--- src/verilog/cart_settings.svh ---
// Cartridge loader constants (widths, header offsets, gun default), included by loader sources
`ifndef CART_SETTINGS_SVH
`define CART_SETTINGS_SVH

//////////////////////////////////////////////////////////////////////
// Bus widths

// Byte address of the download stream
`define CART_ADDR_W 25

`define CART_DATA_W 16          // Download and ROM word

// Eight ASCII characters of the product code
`define CART_ID_W 64

//////////////////////////////////////////////////////////////////////
// Cartridge header layout, byte offsets of 16-bit words

// Product code words, first holds only its high byte
`define CART_HDR_ID_FIRST 'h182
`define CART_HDR_ID_LAST  'h18A

// Product code is complete and compared here
`define CART_HDR_ID_CHECK 'h18C

// Region string words
`define CART_HDR_REGION0 'h1F0
`define CART_HDR_REGION1 'h1F2

`define CART_HDR_END 'h200      // Whole header has been seen

//////////////////////////////////////////////////////////////////////
// Light gun

// Sensor delay used by titles without their own entry
`define CART_GUN_DELAY_DEFAULT 44

`endif
--- src/verilog/cart_pkg.sv ---
// Shared vector types and region enums, imported by the cartridge loader modules
`default_nettype none

`include "cart_settings.svh"

package cart_pkg;

	// Download stream
	typedef logic [`CART_ADDR_W-1:0] cart_addr_t;   // Byte address
	typedef logic [`CART_DATA_W-1:0] cart_word_t;

	// ROM side works in words, so one address bit less
	typedef logic [`CART_ADDR_W-2:0] rom_addr_t;

	// Product code, first character in the top byte
	typedef logic [`CART_ID_W-1:0] cart_id_t;

	typedef logic [7:0] gun_delay_t;                 // Light gun sensor delay

	// Region letters seen in the header, {E, U, J}
	typedef logic [2:0] region_flags_t;

	localparam int unsigned FLAG_J = 0;
	localparam int unsigned FLAG_U = 1;
	localparam int unsigned FLAG_E = 2;

	// Console region as requested from the core
	typedef enum logic [1:0] {
		REGION_JP = 2'd0,
		REGION_US = 2'd1,
		REGION_EU = 2'd2
	} region_t;

	// Header priority orders, first listed region is also the fallback
	typedef enum logic [1:0] {
		ORDER_US_EU_JP = 2'd0,
		ORDER_EU_US_JP = 2'd1,
		ORDER_US_JP_EU = 2'd2,
		ORDER_JP_US_EU = 2'd3
	} region_order_t;

endpackage

`default_nettype wire

--- src/verilog/cart_loader_top.sv ---
// Cartridge loader top: ROM write path, header scan, title quirks and region selection
`timescale 1ns/1ps
`default_nettype none

module cart_loader_top (
	input  logic                    clk_sys,
	input  logic                    RESET,
	// Download source
	input  logic                    cart_download,
	input  logic [7:0]              download_index,
	input  logic                    ioctl_wr,
	input  cart_pkg::cart_addr_t    ioctl_addr,
	input  cart_pkg::cart_word_t    ioctl_data,
	output logic                    ioctl_wait,
	// ROM memory
	output cart_pkg::rom_addr_t     mem_addr,
	output cart_pkg::cart_word_t    mem_data,
	output logic                    mem_req,
	input  logic                    mem_ack,
	output cart_pkg::cart_addr_t    rom_size,
	// Region options and result
	input  logic                    auto_disable,
	input  logic                    use_header,
	input  cart_pkg::region_order_t region_priority,
	output cart_pkg::region_flags_t hdr_flags_out,
	output cart_pkg::region_t       region_req,
	output logic                    region_set,
	// Title quirks
	output logic                    sram_quirk,
	output logic                    eeprom_quirk,
	output logic                    fifo_quirk,
	output logic                    svp_quirk,
	output logic                    gun_type,
	output cart_pkg::gun_delay_t    gun_delay
);
	import cart_pkg::*;

	cart_id_t cart_id;
	logic     id_check;
	logic     hdr_ready;

	rom_write_bridge u_bridge (
		.clk_sys(clk_sys), .RESET(RESET),
		.cart_download(cart_download), .ioctl_wr(ioctl_wr),
		.ioctl_addr(ioctl_addr), .ioctl_data(ioctl_data), .ioctl_wait(ioctl_wait),
		.mem_addr(mem_addr), .mem_data(mem_data), .mem_req(mem_req), .mem_ack(mem_ack),
		.rom_size(rom_size)
	);

	cart_header_scan u_scan (
		.clk_sys(clk_sys), .RESET(RESET),
		.cart_download(cart_download), .ioctl_wr(ioctl_wr),
		.ioctl_addr(ioctl_addr), .ioctl_data(ioctl_data),
		.hdr_flags(hdr_flags_out), .cart_id(cart_id), .id_check(id_check),
		.hdr_ready(hdr_ready)
	);

	cart_quirk_table u_quirks (
		.clk_sys(clk_sys), .RESET(RESET),
		.cart_download(cart_download), .cart_id(cart_id), .id_check(id_check),
		.sram_quirk(sram_quirk), .eeprom_quirk(eeprom_quirk),
		.fifo_quirk(fifo_quirk), .svp_quirk(svp_quirk),
		.gun_type(gun_type), .gun_delay(gun_delay)
	);

	region_select u_region (
		.clk_sys(clk_sys), .RESET(RESET),
		.hdr_ready(hdr_ready), .hdr_flags(hdr_flags_out),
		.auto_disable(auto_disable), .use_header(use_header),
		.region_priority(region_priority), .download_index(download_index),
		.region_req(region_req), .region_set(region_set)
	);

endmodule

`default_nettype wire

--- src/verilog/rom_write_bridge.sv ---
// ROM write bridge: one-deep buffer from the download stream to ROM memory with toggle handshake
`timescale 1ns/1ps
`default_nettype none

`include "cart_settings.svh"

module rom_write_bridge (
	input  logic                 clk_sys,
	input  logic                 RESET,
	input  logic                 cart_download,
	input  logic                 ioctl_wr,
	input  cart_pkg::cart_addr_t ioctl_addr,
	input  cart_pkg::cart_word_t ioctl_data,
	output logic                 ioctl_wait,
	output cart_pkg::rom_addr_t  mem_addr,
	output cart_pkg::cart_word_t mem_data,
	output logic                 mem_req,
	input  logic                 mem_ack,
	output cart_pkg::cart_addr_t rom_size
);
	import cart_pkg::*;

	logic       old_download;
	logic       rom_wr;
	cart_word_t swap_data;

	assign rom_wr    = cart_download & ioctl_wr;
	assign swap_data = {ioctl_data[7:0], ioctl_data[15:8]};  // ROM is big-endian

	//////////////////////////////////////////////////////////////////////
	// Write buffer, held while the request is pending

	always_ff @(posedge clk_sys) begin
		if (rom_wr) begin
			mem_addr <= ioctl_addr[`CART_ADDR_W-1:1];
			mem_data <= swap_data;
		end
	end

	//////////////////////////////////////////////////////////////////////
	// Handshake and size capture

	always_ff @(posedge clk_sys) begin
		if (RESET) begin
			old_download <= 1'b0;
			mem_req      <= 1'b0;
			ioctl_wait   <= 1'b0;
			rom_size     <= '0;
		end else begin
			old_download <= cart_download;

			// Last address of the image
			if (old_download & ~cart_download)
				rom_size <= ioctl_addr;

			if (rom_wr) begin
				mem_req    <= ~mem_req;          // Pending until ack matches
				ioctl_wait <= 1'b1;
			end else if (ioctl_wait && (mem_req == mem_ack)) begin
				ioctl_wait <= 1'b0;
			end
		end
	end

	a_no_wr_in_wait: assert property (@(posedge clk_sys) disable iff (RESET)
		ioctl_wait |-> !ioctl_wr);

endmodule

`default_nettype wire

--- src/verilog/region_select.sv ---
// Region selector: picks the console region once the cartridge header is complete
`timescale 1ns/1ps
`default_nettype none

module region_select (
	input  logic                    clk_sys,
	input  logic                    RESET,
	input  logic                    hdr_ready,
	input  cart_pkg::region_flags_t hdr_flags,
	input  logic                    auto_disable,
	input  logic                    use_header,
	input  cart_pkg::region_order_t region_priority,
	input  logic [7:0]              download_index,
	output cart_pkg::region_t       region_req,
	output logic                    region_set
);
	import cart_pkg::*;

	logic old_ready;

	// First flagged region of the order, else the order's own fallback
	function automatic region_t pick_region(input region_order_t order,
		input region_flags_t flags);
		logic    j;
		logic    u;
		logic    e;
		region_t r;
		j = flags[FLAG_J];
		u = flags[FLAG_U];
		e = flags[FLAG_E];
		case (order)
			ORDER_US_EU_JP: r = u ? REGION_US : e ? REGION_EU : j ? REGION_JP : REGION_US;
			ORDER_EU_US_JP: r = e ? REGION_EU : u ? REGION_US : j ? REGION_JP : REGION_EU;
			ORDER_US_JP_EU: r = u ? REGION_US : j ? REGION_JP : e ? REGION_EU : REGION_US;
			default:        r = j ? REGION_JP : u ? REGION_US : e ? REGION_EU : REGION_JP;
		endcase
		return r;
	endfunction

	always_ff @(posedge clk_sys) begin
		if (RESET) begin
			old_ready  <= 1'b0;
			region_req <= REGION_JP;
			region_set <= 1'b0;
		end else begin
			old_ready <= hdr_ready;

			if (hdr_ready & ~old_ready & ~auto_disable) begin
				if (use_header) begin
					region_req <= pick_region(region_priority, hdr_flags);
					region_set <= 1'b1;
				end else begin
					// Region comes from the file extension slot
					region_req <= region_t'(download_index[7:6]);
					region_set <= |download_index;
				end
			end

			if (~hdr_ready & old_ready)
				region_set <= 1'b0;           // Download over
		end
	end

endmodule

`default_nettype wire

--- src/verilog/cart_quirk_table.sv ---
// Title table: matches the product code to compatibility quirks and light gun settings
`timescale 1ns/1ps
`default_nettype none

`include "cart_settings.svh"

module cart_quirk_table (
	input  logic                 clk_sys,
	input  logic                 RESET,
	input  logic                 cart_download,
	input  cart_pkg::cart_id_t   cart_id,
	input  logic                 id_check,
	output logic                 sram_quirk,
	output logic                 eeprom_quirk,
	output logic                 fifo_quirk,
	output logic                 svp_quirk,
	output logic                 gun_type,
	output cart_pkg::gun_delay_t gun_delay
);
	import cart_pkg::*;

	localparam gun_delay_t GUN_DELAY_DEFAULT = gun_delay_t'(`CART_GUN_DELAY_DEFAULT);

	logic old_download;

	always_ff @(posedge clk_sys) begin
		if (RESET) begin
			old_download <= 1'b0;
			sram_quirk   <= 1'b0;
			eeprom_quirk <= 1'b0;
			fifo_quirk   <= 1'b0;
			svp_quirk    <= 1'b0;
			gun_type     <= 1'b0;
			gun_delay    <= GUN_DELAY_DEFAULT;
		end else begin
			old_download <= cart_download;

			// Quirks belong to one image, gun settings stay until the next check
			if (cart_download & ~old_download) begin
				sram_quirk   <= 1'b0;
				eeprom_quirk <= 1'b0;
				fifo_quirk   <= 1'b0;
				svp_quirk    <= 1'b0;
			end

			if (id_check) begin
				case (cart_id)
					"T-081276", "T-81406 ", "T-081586": sram_quirk <= 1'b1;
					"MK-1215 ", "G-4060  ", "T-12046 ": eeprom_quirk <= 1'b1;
					"T-89016 ": fifo_quirk <= 1'b1;        // Clue
					"MK-1229 ", "G-7001  ": svp_quirk <= 1'b1;   // Virtua Racing
					default: ;
				endcase

				//////////////////////////////////////////////////////////////////////
				// Light gun titles, type 1 is the Justifier
				case (cart_id)
					"MK-1533 ": begin                  // Body Count
						gun_type  <= 1'b0;
						gun_delay <= 8'd100;
					end
					"T-95096-": begin                  // Lethal Enforcers
						gun_type  <= 1'b1;
						gun_delay <= 8'd52;
					end
					"T-95136-": begin
						gun_type  <= 1'b1;
						gun_delay <= 8'd30;
					end
					"MK-1658 ": begin                  // Menacer 6-in-1
						gun_type  <= 1'b0;
						gun_delay <= 8'd120;
					end
					"T-081156": begin
						gun_type  <= 1'b0;
						gun_delay <= 8'd126;
					end
					default: begin
						gun_type  <= 1'b0;
						gun_delay <= GUN_DELAY_DEFAULT;
					end
				endcase
			end
		end
	end

	a_one_quirk: assert property (@(posedge clk_sys) disable iff (RESET)
		$onehot0({sram_quirk, eeprom_quirk, fifo_quirk, svp_quirk}));

endmodule

`default_nettype wire

--- src/verilog/cart_header_scan.sv ---
// Header scanner: watches download writes for the region string and the product code
`timescale 1ns/1ps
`default_nettype none

`include "cart_settings.svh"

module cart_header_scan (
	input  logic                    clk_sys,
	input  logic                    RESET,
	input  logic                    cart_download,
	input  logic                    ioctl_wr,
	input  cart_pkg::cart_addr_t    ioctl_addr,
	input  cart_pkg::cart_word_t    ioctl_data,
	output cart_pkg::region_flags_t hdr_flags,
	output cart_pkg::cart_id_t      cart_id,
	output logic                    id_check,
	output logic                    hdr_ready
);
	import cart_pkg::*;

	logic          old_download;
	logic          hdr_wr;
	logic [7:0]    lo_byte;
	logic [7:0]    hi_byte;
	logic [3:0]    hex_nib;
	region_flags_t lo_letter;
	region_flags_t hi_letter;
	region_flags_t code_flags;
	region_flags_t region0_flags;

	// One flag per region letter, nothing for other characters
	function automatic region_flags_t letter_flags(input logic [7:0] ch);
		region_flags_t f;
		f = '0;
		case (ch)
			"J": f[FLAG_J] = 1'b1;
			"U": f[FLAG_U] = 1'b1;
			"E": f[FLAG_E] = 1'b1;
			default: f = '0;
		endcase
		return f;
	endfunction

	assign hdr_wr  = ioctl_wr & cart_download;
	assign lo_byte = ioctl_data[7:0];     // Even byte of the word
	assign hi_byte = ioctl_data[15:8];
	assign hex_nib = lo_byte[3:0] - 4'd7; // 'A'..'F' maps to 10..15

	assign lo_letter = letter_flags(lo_byte);
	assign hi_letter = letter_flags(hi_byte);

	//////////////////////////////////////////////////////////////////////
	// Region flags

	// Numeric region code replaces all three flags
	always_comb begin
		code_flags = hdr_flags;
		if (lo_byte >= "0" && lo_byte <= "9")
			code_flags = {lo_byte[3], lo_byte[2], lo_byte[0]};
		else if (lo_byte >= "A" && lo_byte <= "F")
			code_flags = {hex_nib[3], hex_nib[2], hex_nib[0]};
	end

	// Letter in the low byte wins over a code, high byte letter adds on top
	assign region0_flags = ((|lo_letter) ? (hdr_flags | lo_letter) : code_flags) | hi_letter;

	always_ff @(posedge clk_sys) begin
		if (RESET) begin
			old_download <= 1'b0;
			hdr_flags    <= '0;
			hdr_ready    <= 1'b0;
		end else begin
			old_download <= cart_download;

			if (cart_download & ~old_download)
				hdr_flags <= '0;               // New image
			if (~cart_download & old_download)
				hdr_ready <= 1'b0;

			if (hdr_wr) begin
				if (ioctl_addr == `CART_HDR_REGION0)
					hdr_flags <= region0_flags;
				if (ioctl_addr == `CART_HDR_REGION1)
					hdr_flags <= hdr_flags | lo_letter;
				if (ioctl_addr == `CART_HDR_END)
					hdr_ready <= 1'b1;
			end
		end
	end

	//////////////////////////////////////////////////////////////////////
	// Product code, big-endian across the byte-pair words

	always_ff @(posedge clk_sys) begin
		if (hdr_wr) begin
			case (ioctl_addr)
				`CART_HDR_ID_FIRST:     cart_id[63:56] <= hi_byte;
				`CART_HDR_ID_FIRST + 2: cart_id[55:40] <= {lo_byte, hi_byte};
				`CART_HDR_ID_FIRST + 4: cart_id[39:24] <= {lo_byte, hi_byte};
				`CART_HDR_ID_FIRST + 6: cart_id[23:8]  <= {lo_byte, hi_byte};
				`CART_HDR_ID_LAST:      cart_id[7:0]   <= lo_byte;
				default: ;
			endcase
		end
	end

	// Code is already complete on this write
	assign id_check = hdr_wr & (ioctl_addr == `CART_HDR_ID_CHECK);

	a_ready_in_download: assert property (@(posedge clk_sys) disable iff (RESET)
		$rose(hdr_ready) |-> $past(cart_download));

endmodule

`default_nettype wire

--- config.mk ---
export PLATFORM = sky130hd
export DESIGN_NAME = cart_loader_top
export DESIGN_NICKNAME = d
export VERILOG_FILES = /design/src/verilog/cart_pkg.sv /design/src/verilog/cart_loader_top.sv /design/src/verilog/rom_write_bridge.sv /design/src/verilog/region_select.sv /design/src/verilog/cart_quirk_table.sv /design/src/verilog/cart_header_scan.sv
export VERILOG_INCLUDE_DIRS = /design/src /design/src/verilog
export SDC_FILE = /design/constraint.sdc
export NUM_CORES = 1
export LEC_CHECK = 0
export BUFFER_PORTS_ARGS = -buffer_cell sky130_fd_sc_hd__buf_4
export CORE_UTILIZATION = 48
export CTS_BUF_LIST = sky130_fd_sc_hd__clkbuf_16
export DETAILED_ROUTE_END_ITERATION = 10
export GPL_TIMING_DRIVEN = 0
export PLACE_DENSITY = 0.83
export SYNTH_ARGS = -nofsm -noshare
export SYNTH_HDL_FRONTEND = slang
export SYNTH_SLANG_ARGS = --single-unit
--- constraint.sdc ---
create_clock -name clk_sys -period 2.2 [get_ports clk_sys]
set_input_delay 0.11 -clock clk_sys [delete_from_list [all_inputs] [get_ports clk_sys]]
set_output_delay 0.11 -clock clk_sys [all_outputs]
set_load 0.005 [all_outputs]
* Word level (Yosys, flattened, before mapping)
Index checks and enable logic that the tools add are counted.
Cells by class: $lt $le $gt $ge 4, reduce and logical (&&, ||, !) cells 17, multiplexer cells 47, bitwise operators 15, equality and inequality tests 32, add/subtract/negate cells 1
Operators with widths (count):
- == test 64 x 63 -> 1 bit (second input constant) | 14
- == test 25 x 9 -> 1 bit (second input constant) | 8
- == test 8 x 7 -> 1 bit (second input constant) | 6
- case mux 7 bit (5 select lines) | 1
- two-way mux 1 bit | 26
- == test 25 x 10 -> 1 bit (second input constant) | 1
- two-way mux 2 bit | 12
- two-way mux 3 bit | 7
- AND reduction 2 bit | 5
- OR reduction 3 bit | 3
- greater-or-equal comparator 8 x 6 -> 1 bit (second input constant) | 1
- greater-or-equal comparator 8 x 7 -> 1 bit (second input constant) | 1
- <= comparator 8 x 6 -> 1 bit (second input constant) | 1
- <= comparator 8 x 7 -> 1 bit (second input constant) | 1
- OR reduction 8 bit | 1
- AND 1 bit | 7
- NOT 1 bit | 6
- bitwise OR 3 bit | 2
- case mux 2 bit (3 select lines) | 1
- OR reduction 2 bit | 3
- subtractor 4 x 3 -> 4 bit (second input constant) | 1
- logical AND 1 bit | 3
- == test 2 x 1 -> 1 bit (second input constant) | 1
- == test 2 bit (second input constant) | 1
- other kinds (3) | 3
Storage, ports and cells: input port bits 58, register bits 153

* Logic depth before layout (Yosys ltp)
Gate-level depths: netlist of the first run.
depth after elaboration 9, gate-level depth with buffers 7

* Hierarchy
Synthesis of the first run repeated with hierarchy kept, for this count alone.
Unflattened totals: cell total of the unflattened synthesis 510, area total of the unflattened synthesis 6381.1 um^2
Modules (own cells, without submodules):
- cart_header_scan | cells an instance 156, area an instance 2567.5 um^2, times used 1, seq. area each 2021.9 um^2
- rom_write_bridge | cells an instance 162, area an instance 2344.7 um^2, times used 1, seq. area each 1761.7 um^2
- cart_quirk_table | cells an instance 163, area an instance 1222.4 um^2, times used 1, seq. area each 240.2 um^2
- region_select | cells an instance 29, area an instance 246.5 um^2, times used 1, seq. area each 80.1 um^2

* Least setup slack after synthesis of the first run
OpenSTA, ideal clock, no wires.
path type input to register, start input port cart_download, end register u_scan.cart_id[40] (enable), library setup time 409 ps, slack -248 ps, stages 4, data required time 1791 ps, arrival 2038 ps, path through clkbuf_1 > nand2_1 > or3_1 > nor3_1
On the way: cells in the longest elaborated chain, start to end 2
Ends and longest elaborated chain:
- start, declared | RTL line cart_loader_top.sv:9 | input logic cart_download,
- AND 1 bit | RTL line cart_header_scan.sv:44 | assign hdr_wr = ioctl_wr & cart_download;
- AND reduction 2 bit (no line)
- end signal, assigned | RTL line cart_header_scan.sv:98 | `CART_HDR_ID_FIRST + 2: cart_id[55:40] <= {lo_byte, hi_byte};
- end, declared | RTL line cart_header_scan.sv:15 | output cart_pkg::cart_id_t cart_id,
No other way between the ends. A chain may end at the register's enable or synchronous reset.

* Worst setup path in the final report of the first run
start register u_scan.cart_id[53], end register u_quirks.svp_quirk
On the way: cells in the longest elaborated chain, start to end 4
Ends and longest elaborated chain:
- == test 64 x 63 -> 1 bit | RTL line cart_quirk_table.sv:47 | case (cart_id)
- OR reduction 2 bit (*) | RTL line cart_quirk_table.sv:47
- two-way mux 1 bit (*) | RTL line cart_quirk_table.sv:47
- two-way mux 1 bit (*) | RTL line cart_quirk_table.sv:46 | if (id_check) begin
- end signal, assigned | RTL line cart_quirk_table.sv:32 | svp_quirk <= 1'b0;
- end signal, assigned | RTL line cart_quirk_table.sv:43 | svp_quirk <= 1'b0;
- end signal, assigned | RTL line cart_quirk_table.sv:51 | "MK-1229 ", "G-7001 ": svp_quirk <= 1'b1; // Virtua Racing
- end, declared | RTL line cart_quirk_table.sv:16 | output logic svp_quirk,
Every way passes the cells marked *; elsewhere a longest branch is shown, timed or not.

==> results of run 1 <==
-- registers in the layout (all words and copies together), names as in the netlist, 2 cells and up --
register	cells
u_bridge.mem_addr	24
u_bridge.rom_size	25
u_quirks.gun_delay	6
u_scan.hdr_flags	3
u_region.region_req	2
u_bridge.mem_data	16
u_scan.cart_id	64
-- logic make-up (layout without fill, tap and decap cells) --
family,count (synthesis),in the layout,share of synthesized area
and+or+nand+nor,259,259,0.238
DFF,151,151,0.657
AOI/OAI and AO/OA,87,87,0.0820
buffers and inverters,27,257,0.0188
xor gates and xnor gates,2,2,0.00283
other,1,2,0.000607
-- how the worst max path moves through the flow --
stage	startpoint	end	slack (ns)	cells after the start
finish	u_scan.cart_id[53]	u_quirks.svp_quirk	-0.25	6
global route	u_scan.cart_id[53]	u_quirks.svp_quirk	-0.37	6
CTS	u_scan.cart_id[47]	u_quirks.svp_quirk	-0.21	6
detailed placement	ioctl_addr[20]	u_scan.cart_id[29]	-0.66	6
global placement	ioctl_addr[20]	u_scan.cart_id[29]	-0.56	6
floorplan	u_scan.cart_id[47]	u_quirks.svp_quirk	-0.06	6
-- per-stage QoR --
stage                     TNS, ns  hold slack, ns  setup slack, ns  instance area [sq um]
after floorplan           -0.0577           0.193          -0.0577                   6190
after global placement     -28.26           0.310           -0.562                   7460
after detailed placement   -31.83           0.310           -0.659                   7460
after CTS                  -0.284          0.0219           -0.214                   8710
after global routing        -1.18          0.0138           -0.366                   8910
final                      -0.577          0.0323           -0.251                   8910
-- cells in the final DEF (no fill, tap or decap), drive strengths merged, types with 9 or more instances in the layout --
| cell | count |
|---|---|
| a21oi | 42 |
| buf | 157 |
| clkbuf | 32 |
| dfxtp | 47 |
| dlygate4sd3 | 44 |
| edfxtp | 104 |
| inv | 9 |
| nand2 | 81 |
| nand3 | 17 |
| nand4 | 17 |
| nor2 | 30 |
| nor3 | 23 |
| nor4 | 14 |
| nor4bb | 9 |
| o21ai | 20 |
-- timing repair --
item | 4_1_cts | 5_1_grt
buffers inserted | 6 | 9
hold endpoints to repair | 130 | 0
setup endpoints to repair | 53 | 60
pin swaps | 3 | 17
cloned | 0 | 0
hold buffers | 44 | 0
gates resized for setup | 19 | 25
-- final cells by class --
cell class                      count  area [sq um]
Buffer                             18          82.6
Inverter                            9          33.8
Timing Repair Buffer              198          1620
Sequential cell                   151          4060
Tap cell                          172           215
Multi-Input combinational cell    350          2240
Clock inverter                     15           235
Fill cell                         779          3660
Clock buffer                       17           425
-- metal layers --
metal  up-vias  GRT usage  wire, microns
li1       2437          -              -
met1      2725      0.355           7160
met2       390      0.476           9900
met3        75     0.0696           1770
met4         0      0.142            750
met5         -          0              0
-- power groups by stage --
| stage | Clock, mW | Combinational [mW] | Sequential, mW |
|---|---|---|---|
| 2_1_floorplan | 0 | 0.106 | 3.20 |
| 3_3_place_gp | 0 | 0.378 | 3.19 |
| 6_report | 3.29 | 0.481 | 3.14 |
| 4_1_cts | 3.25 | 0.461 | 3.13 |
| 3_5_place_dp | 0 | 0.391 | 3.19 |
| 5_1_grt | 3.40 | 0.504 | 3.14 |
-- critical path, cell delays in order (launching register included) --
cell	delay, ns
edfxtp_1	0.45
or4b_4	0.53
nor4_4	0.21
nand3b_2	0.13
or4_1	0.47
or4_1	0.42
a31oi_1	0.16
==> out/results.ini, run 1 <==
[pwr]
p_per_area_nw_per_um2 = 775
p_comb_frac = 0.070
p_int_mw = 5.46
switching_share = 0.210
ir_drop_v = 0.000451
p_leak_nw = 3.33
pwr-share-clk = 0.476
p_total_mw = 6.91
seq_power_share = 0.454
switchingPower_mw = 1.45

[grt]
antenna_found_initial = 0
grt_max_degree = 42
groute.usage.overall = 0.288
grt_pass1_wl_microns = 28500
overflow = 0
first_global_vias = 5237

[clock_network]
clk_latency_ns = 0.43
h-tree-depth = 4
cts_sinks = 151
clockBufferDepth = 2
cts-root-buf = clkbuf_16
cts_tree = built
cts_buffers = 17
clkTransAtPathRegs_ns = 0.06

[yosys]
synth_cells = 527
mappedNetlistArea_sq_um = 6180
yosysTopAreaCell = edfxtp_1
syn_area_per_cell_sq_um = 11.7
yosys_warnings = 0
synthArstFlopShare = 0
ys_top_cells_by_area = edfxtp_1 51%, dfxtp_1 15%, nand2_1 4.9%
synth_cell_types = 61
synth_ff_type = edfxtp_1
synth_commonest_cells = 104 x edfxtp_1, 81 x nand2_1, 47 x dfxtp_1
synth_top_area_share = 0.505
yosysMostFrequentCell = edfxtp_1
synth_edf_count = 104
seq_area_frac_synth = 0.657
ys_ff_latch = 151

[hold_path]
hp-start = ioctl_addr[17]
hold_path_end = u_bridge.rom_size[17]
hp-class = in -> reg
hold_depth = 3

[worst_setup_path]
required_ns = 2.56
reg2reg_from = u_scan.cart_id[53]
startpoint_type = flop
arrival_ns = 2.81
reg2reg_to = u_quirks.svp_quirk
worstRegToRegCells = 6
critPathCaptureType = flop
reg2reg_slack_ns = -0.25
crit_fanout = 3
path_class = reg -> reg

[route]
viasPerCell = 6.05
vias = 5627
ant_nets = 0
route.final.wire_length_microns = 19600
drtIter0Drc = 663
dr.pass1.iters = 5
drcViolationCount = 0
post_drt_wl_per_cell_microns = 21.1

[timing]
setup_ws_ns = -0.251
hold_viol_final = 0
slew_headroom = 0.321
worst_clock_skew_ns = 0.00911
rsz0062_at_grt = yes
setup_viol = 6
final_max_slew_viol_count = 0
tightest_slew_ns = 1.02
fin_crit_sh = 1.11
finalCriticalPeriod_ns = 2.45
fmax_mhz = 408

[floorplanning]
dieWidth_microns = 115
die_area_sq_um = 13300
rows = 41
initial_core_util = 0.492
core-area_sq_um = 12600
io_pins = 144
dieHeight_microns = 115

[placed_design]
dp.cells = 840
gp_congestion = 0.926
dp_hpwl_microns = 12100
io_buffer_count = 140

[flow_run]
maxCapViolCount = 0

[layout]
layout.cells.non_filler = 930
syn_to_final_growth_pct = 44.1
diodes = 0
post-route-util = 0.709
drive_gt1_frac = 0.301
nets = 803

[status]
status = finished, violations left
violations = negative setup slack

No activity file was read; power rests on OpenSTA's default activity.
==> inputs of run 2 (changes only) <==
Settings changed: GPL_TIMING_DRIVEN 0 to not set.
Clock period 2.2 ns to 2.1 ns, I/O delays scaled along.
==> run 2 against run 1 <==
The run still ends with negative setup slack left; total power is 2.2% lower; hold slack better by 0.00083 ns; clock power is 9.7% lower; global-route usage is 1.1 points higher; clock-buffer cell count stayed put; register-to-register slack worse by 0.04 ns; wire length is 0.18% lower; final cell count is 1.9% higher; sequential share of layout area is 0.89 points lower; sequential power is 5% higher; maximum frequency is 2.4% higher; first-iteration DRC count is 5.3% lower; highest routed layer unchanged.
==> out/results.ini, run 2 (same netlist as run 1, synthesis figures left out) <==
[layout]
largest_reg_flops = 64  ; unchanged
drive_gt1_frac = 0.342  ; +0.0411
fillers = 792  ; +1.7%
multiInputGateArea_sq_um = 2300  ; +2.8%
regArea_sq_um = 4060  ; unchanged
post-route-util = 0.723  ; +0.0141
layout_commonest_cell = buf_4
nets = 820  ; +2.1%
syn_to_final_growth_pct = 47.0
final_cell_mix = 185 x buf_4, 104 x edfxtp_1, 80 x nand2_1
largestRegisters = u_scan.cart_id x64, u_bridge.rom_size x25, u_bridge.mem_addr x24
fin_area_sq_um = 9090  ; +2.0%
largest-register = u_scan.cart_id
layout.cells.non_filler = 948  ; +1.9%

[route]
drcViolationCount = 0  ; unchanged
dr.pass1.iters = 5  ; unchanged
ant_nets = 0  ; unchanged
post_drt_wl_per_cell_microns = 20.6  ; -2.1%
drtIter0Drc = 628  ; -5.3%
viasPerCell = 5.91  ; -2.4%
vias = 5600  ; -0.48%
route.final.wire_length_microns = 19500  ; -0.18%

[clock_network]
cts_tree = built
clockBufferDepth = 2  ; unchanged
h-tree-depth = 4  ; unchanged
cts-root-buf = clkbuf_16
cts_sinks = 151  ; unchanged
cts_buffers = 17  ; unchanged
clk_latency_ns = 0.43  ; about the same
clkTransAtPathRegs_ns = 0.06  ; about the same

[worst_setup_path]
arrival_ns = 2.74  ; -0.07 ns
crit_fanout = 2  ; -1
required_ns = 2.45  ; -0.11 ns
critical_path.max_stage_delay_ns = 0.56  ; +0.03 ns
path_delay_family = simple AND/OR/NAND/NOR gates
cp_cell_sequence = or4b_4, nor4_4, nand3b_2, or4_1, or4_1, a31oi_1
cpMaxStageDelayCell = or4b_4
startpoint_type = flop
path_class = reg -> reg
critPathBufInv = 0  ; unchanged
crit_top_cell = or4_1
critPathCaptureType = flop

[floorplanning]
dieWidth_microns = 115  ; unchanged
rows = 41  ; unchanged
io_pins = 144  ; unchanged
die_area_sq_um = 13300  ; unchanged
core-area_sq_um = 12600  ; unchanged
initial_core_util = 0.492  ; unchanged
dieHeight_microns = 115  ; unchanged

[timing]
rsz0062_at_grt = yes
fin_crit_sh = 1.14  ; +0.0255
setup_viol = 19  ; +13
finalCriticalPeriod_ns = 2.39  ; -0.0578 ns
final_max_slew_viol_count = 0  ; unchanged
slew_headroom = 0.278  ; -0.0421
setup_ws_ns = -0.293  ; -0.0422 ns
fmax_mhz = 418  ; +2.4%
worst_clock_skew_ns = 0.00678  ; -0.00233 ns
fin_hold_ws_ns = 0.0331  ; +0.000826 ns
hold_viol_final = 0  ; unchanged
tightest_slew_ns = 1.08  ; +0.0646 ns
tns_ns = -1.57  ; -0.994 ns

[pwr]
p_leak_nw = 3.48  ; +4.6%
p_per_area_nw_per_um2 = 743  ; -4.1%
ir_drop_v = 0.000482  ; +7.1%
p_total_mw = 6.75  ; -2.2%

[grt]
overflow = 0  ; unchanged
first_global_vias = 5440  ; +3.9%
grt_max_degree = 42  ; unchanged
antenna_found_initial = 1  ; +1
groute.usage.overall = 0.299  ; +0.0105
grt_pass1_wl_microns = 29000  ; +1.9%

[status]
violations = negative setup slack
status = finished, violations left

[placed_design]
dpl_cell_area_sq_um = 7750  ; +3.8%
dpl_worst_slack_ns = -0.288  ; +0.371 ns
dp_hpwl_microns = 12100  ; -0.33%
io_buffer_count = 141  ; +0.71%
gp_congestion = 0.940  ; +1.6%
dp.cells = 864  ; +2.9%

[hold_path]
hp-class = in -> reg

[flow_run]
maxCapViolCount = 0  ; unchanged

run 2: cell types whose count changed in the layout (fill, tap and decap cells not counted), sizes merged, moves of 2 or more:
cell	change
clkinv	+3
bufinv	-3
buf	+34
dlygate4sd3	-2
clkbuf	-15
run 2: layout make-up:
type                            count  share of cell area
Timing Repair Buffer              233               0.209
Multi-Input combinational cell    350               0.253
Sequential cell                   151               0.447
Inverter                            9             0.00372
Antenna cell                        1            0.000275
Clock buffer                       17              0.0468
Tap cell                          172              0.0237
Clock inverter                     15              0.0158
run 2: worst paths after layout:
| check | end | start | cells after the start | slack [ns] |
|---|---|---|---|---|
| worst max-delay path | u_quirks.svp_quirk | u_scan.cart_id[47] | 6 | -0.29 |
| worst min-delay path | u_scan.cart_id[21] | ioctl_data[5] | 2 | 0.03 |
| worst max register to register | u_quirks.svp_quirk | u_scan.cart_id[47] | 6 | -0.29 |
| worst min register to register | u_quirks.gun_type | u_quirks.gun_type | 2 | 0.46 |
run 2: where the power goes:
part	internal [mW]	switching [mW]	total, mW
Sequential	3.26	0.0329	3.29
Combinational	0.248	0.251	0.499
Clock	1.82	1.14	2.97
run 2: layer usage:
metal / routed length [microns] / global-route usage / vias up
li1: - / - / 2461
met1: 7250 / 0.365 / 2688
met2: 9770 / 0.485 / 360
met3: 1630 / 0.0737 / 91
met4: 899 / 0.173 / 0
met5: 0 / 0 / -
run 2: timing repair:
item | in CTS | in global routing
resized for setup | 22 | 31
setup endpoints to repair | 11 | 61
buffers inserted | 3 | 6
hold buffers | 42 | 0
pin swaps | 15 | 15
hold endpoints to repair | 120 | 0
run 2: worst register-to-register path: cells and delay by family, from the launching register on:
family | cells | cell delay (ns)
compound gates | 1 | 0.17
simple gates | 5 | 1.75
flops | 1 | 0.39
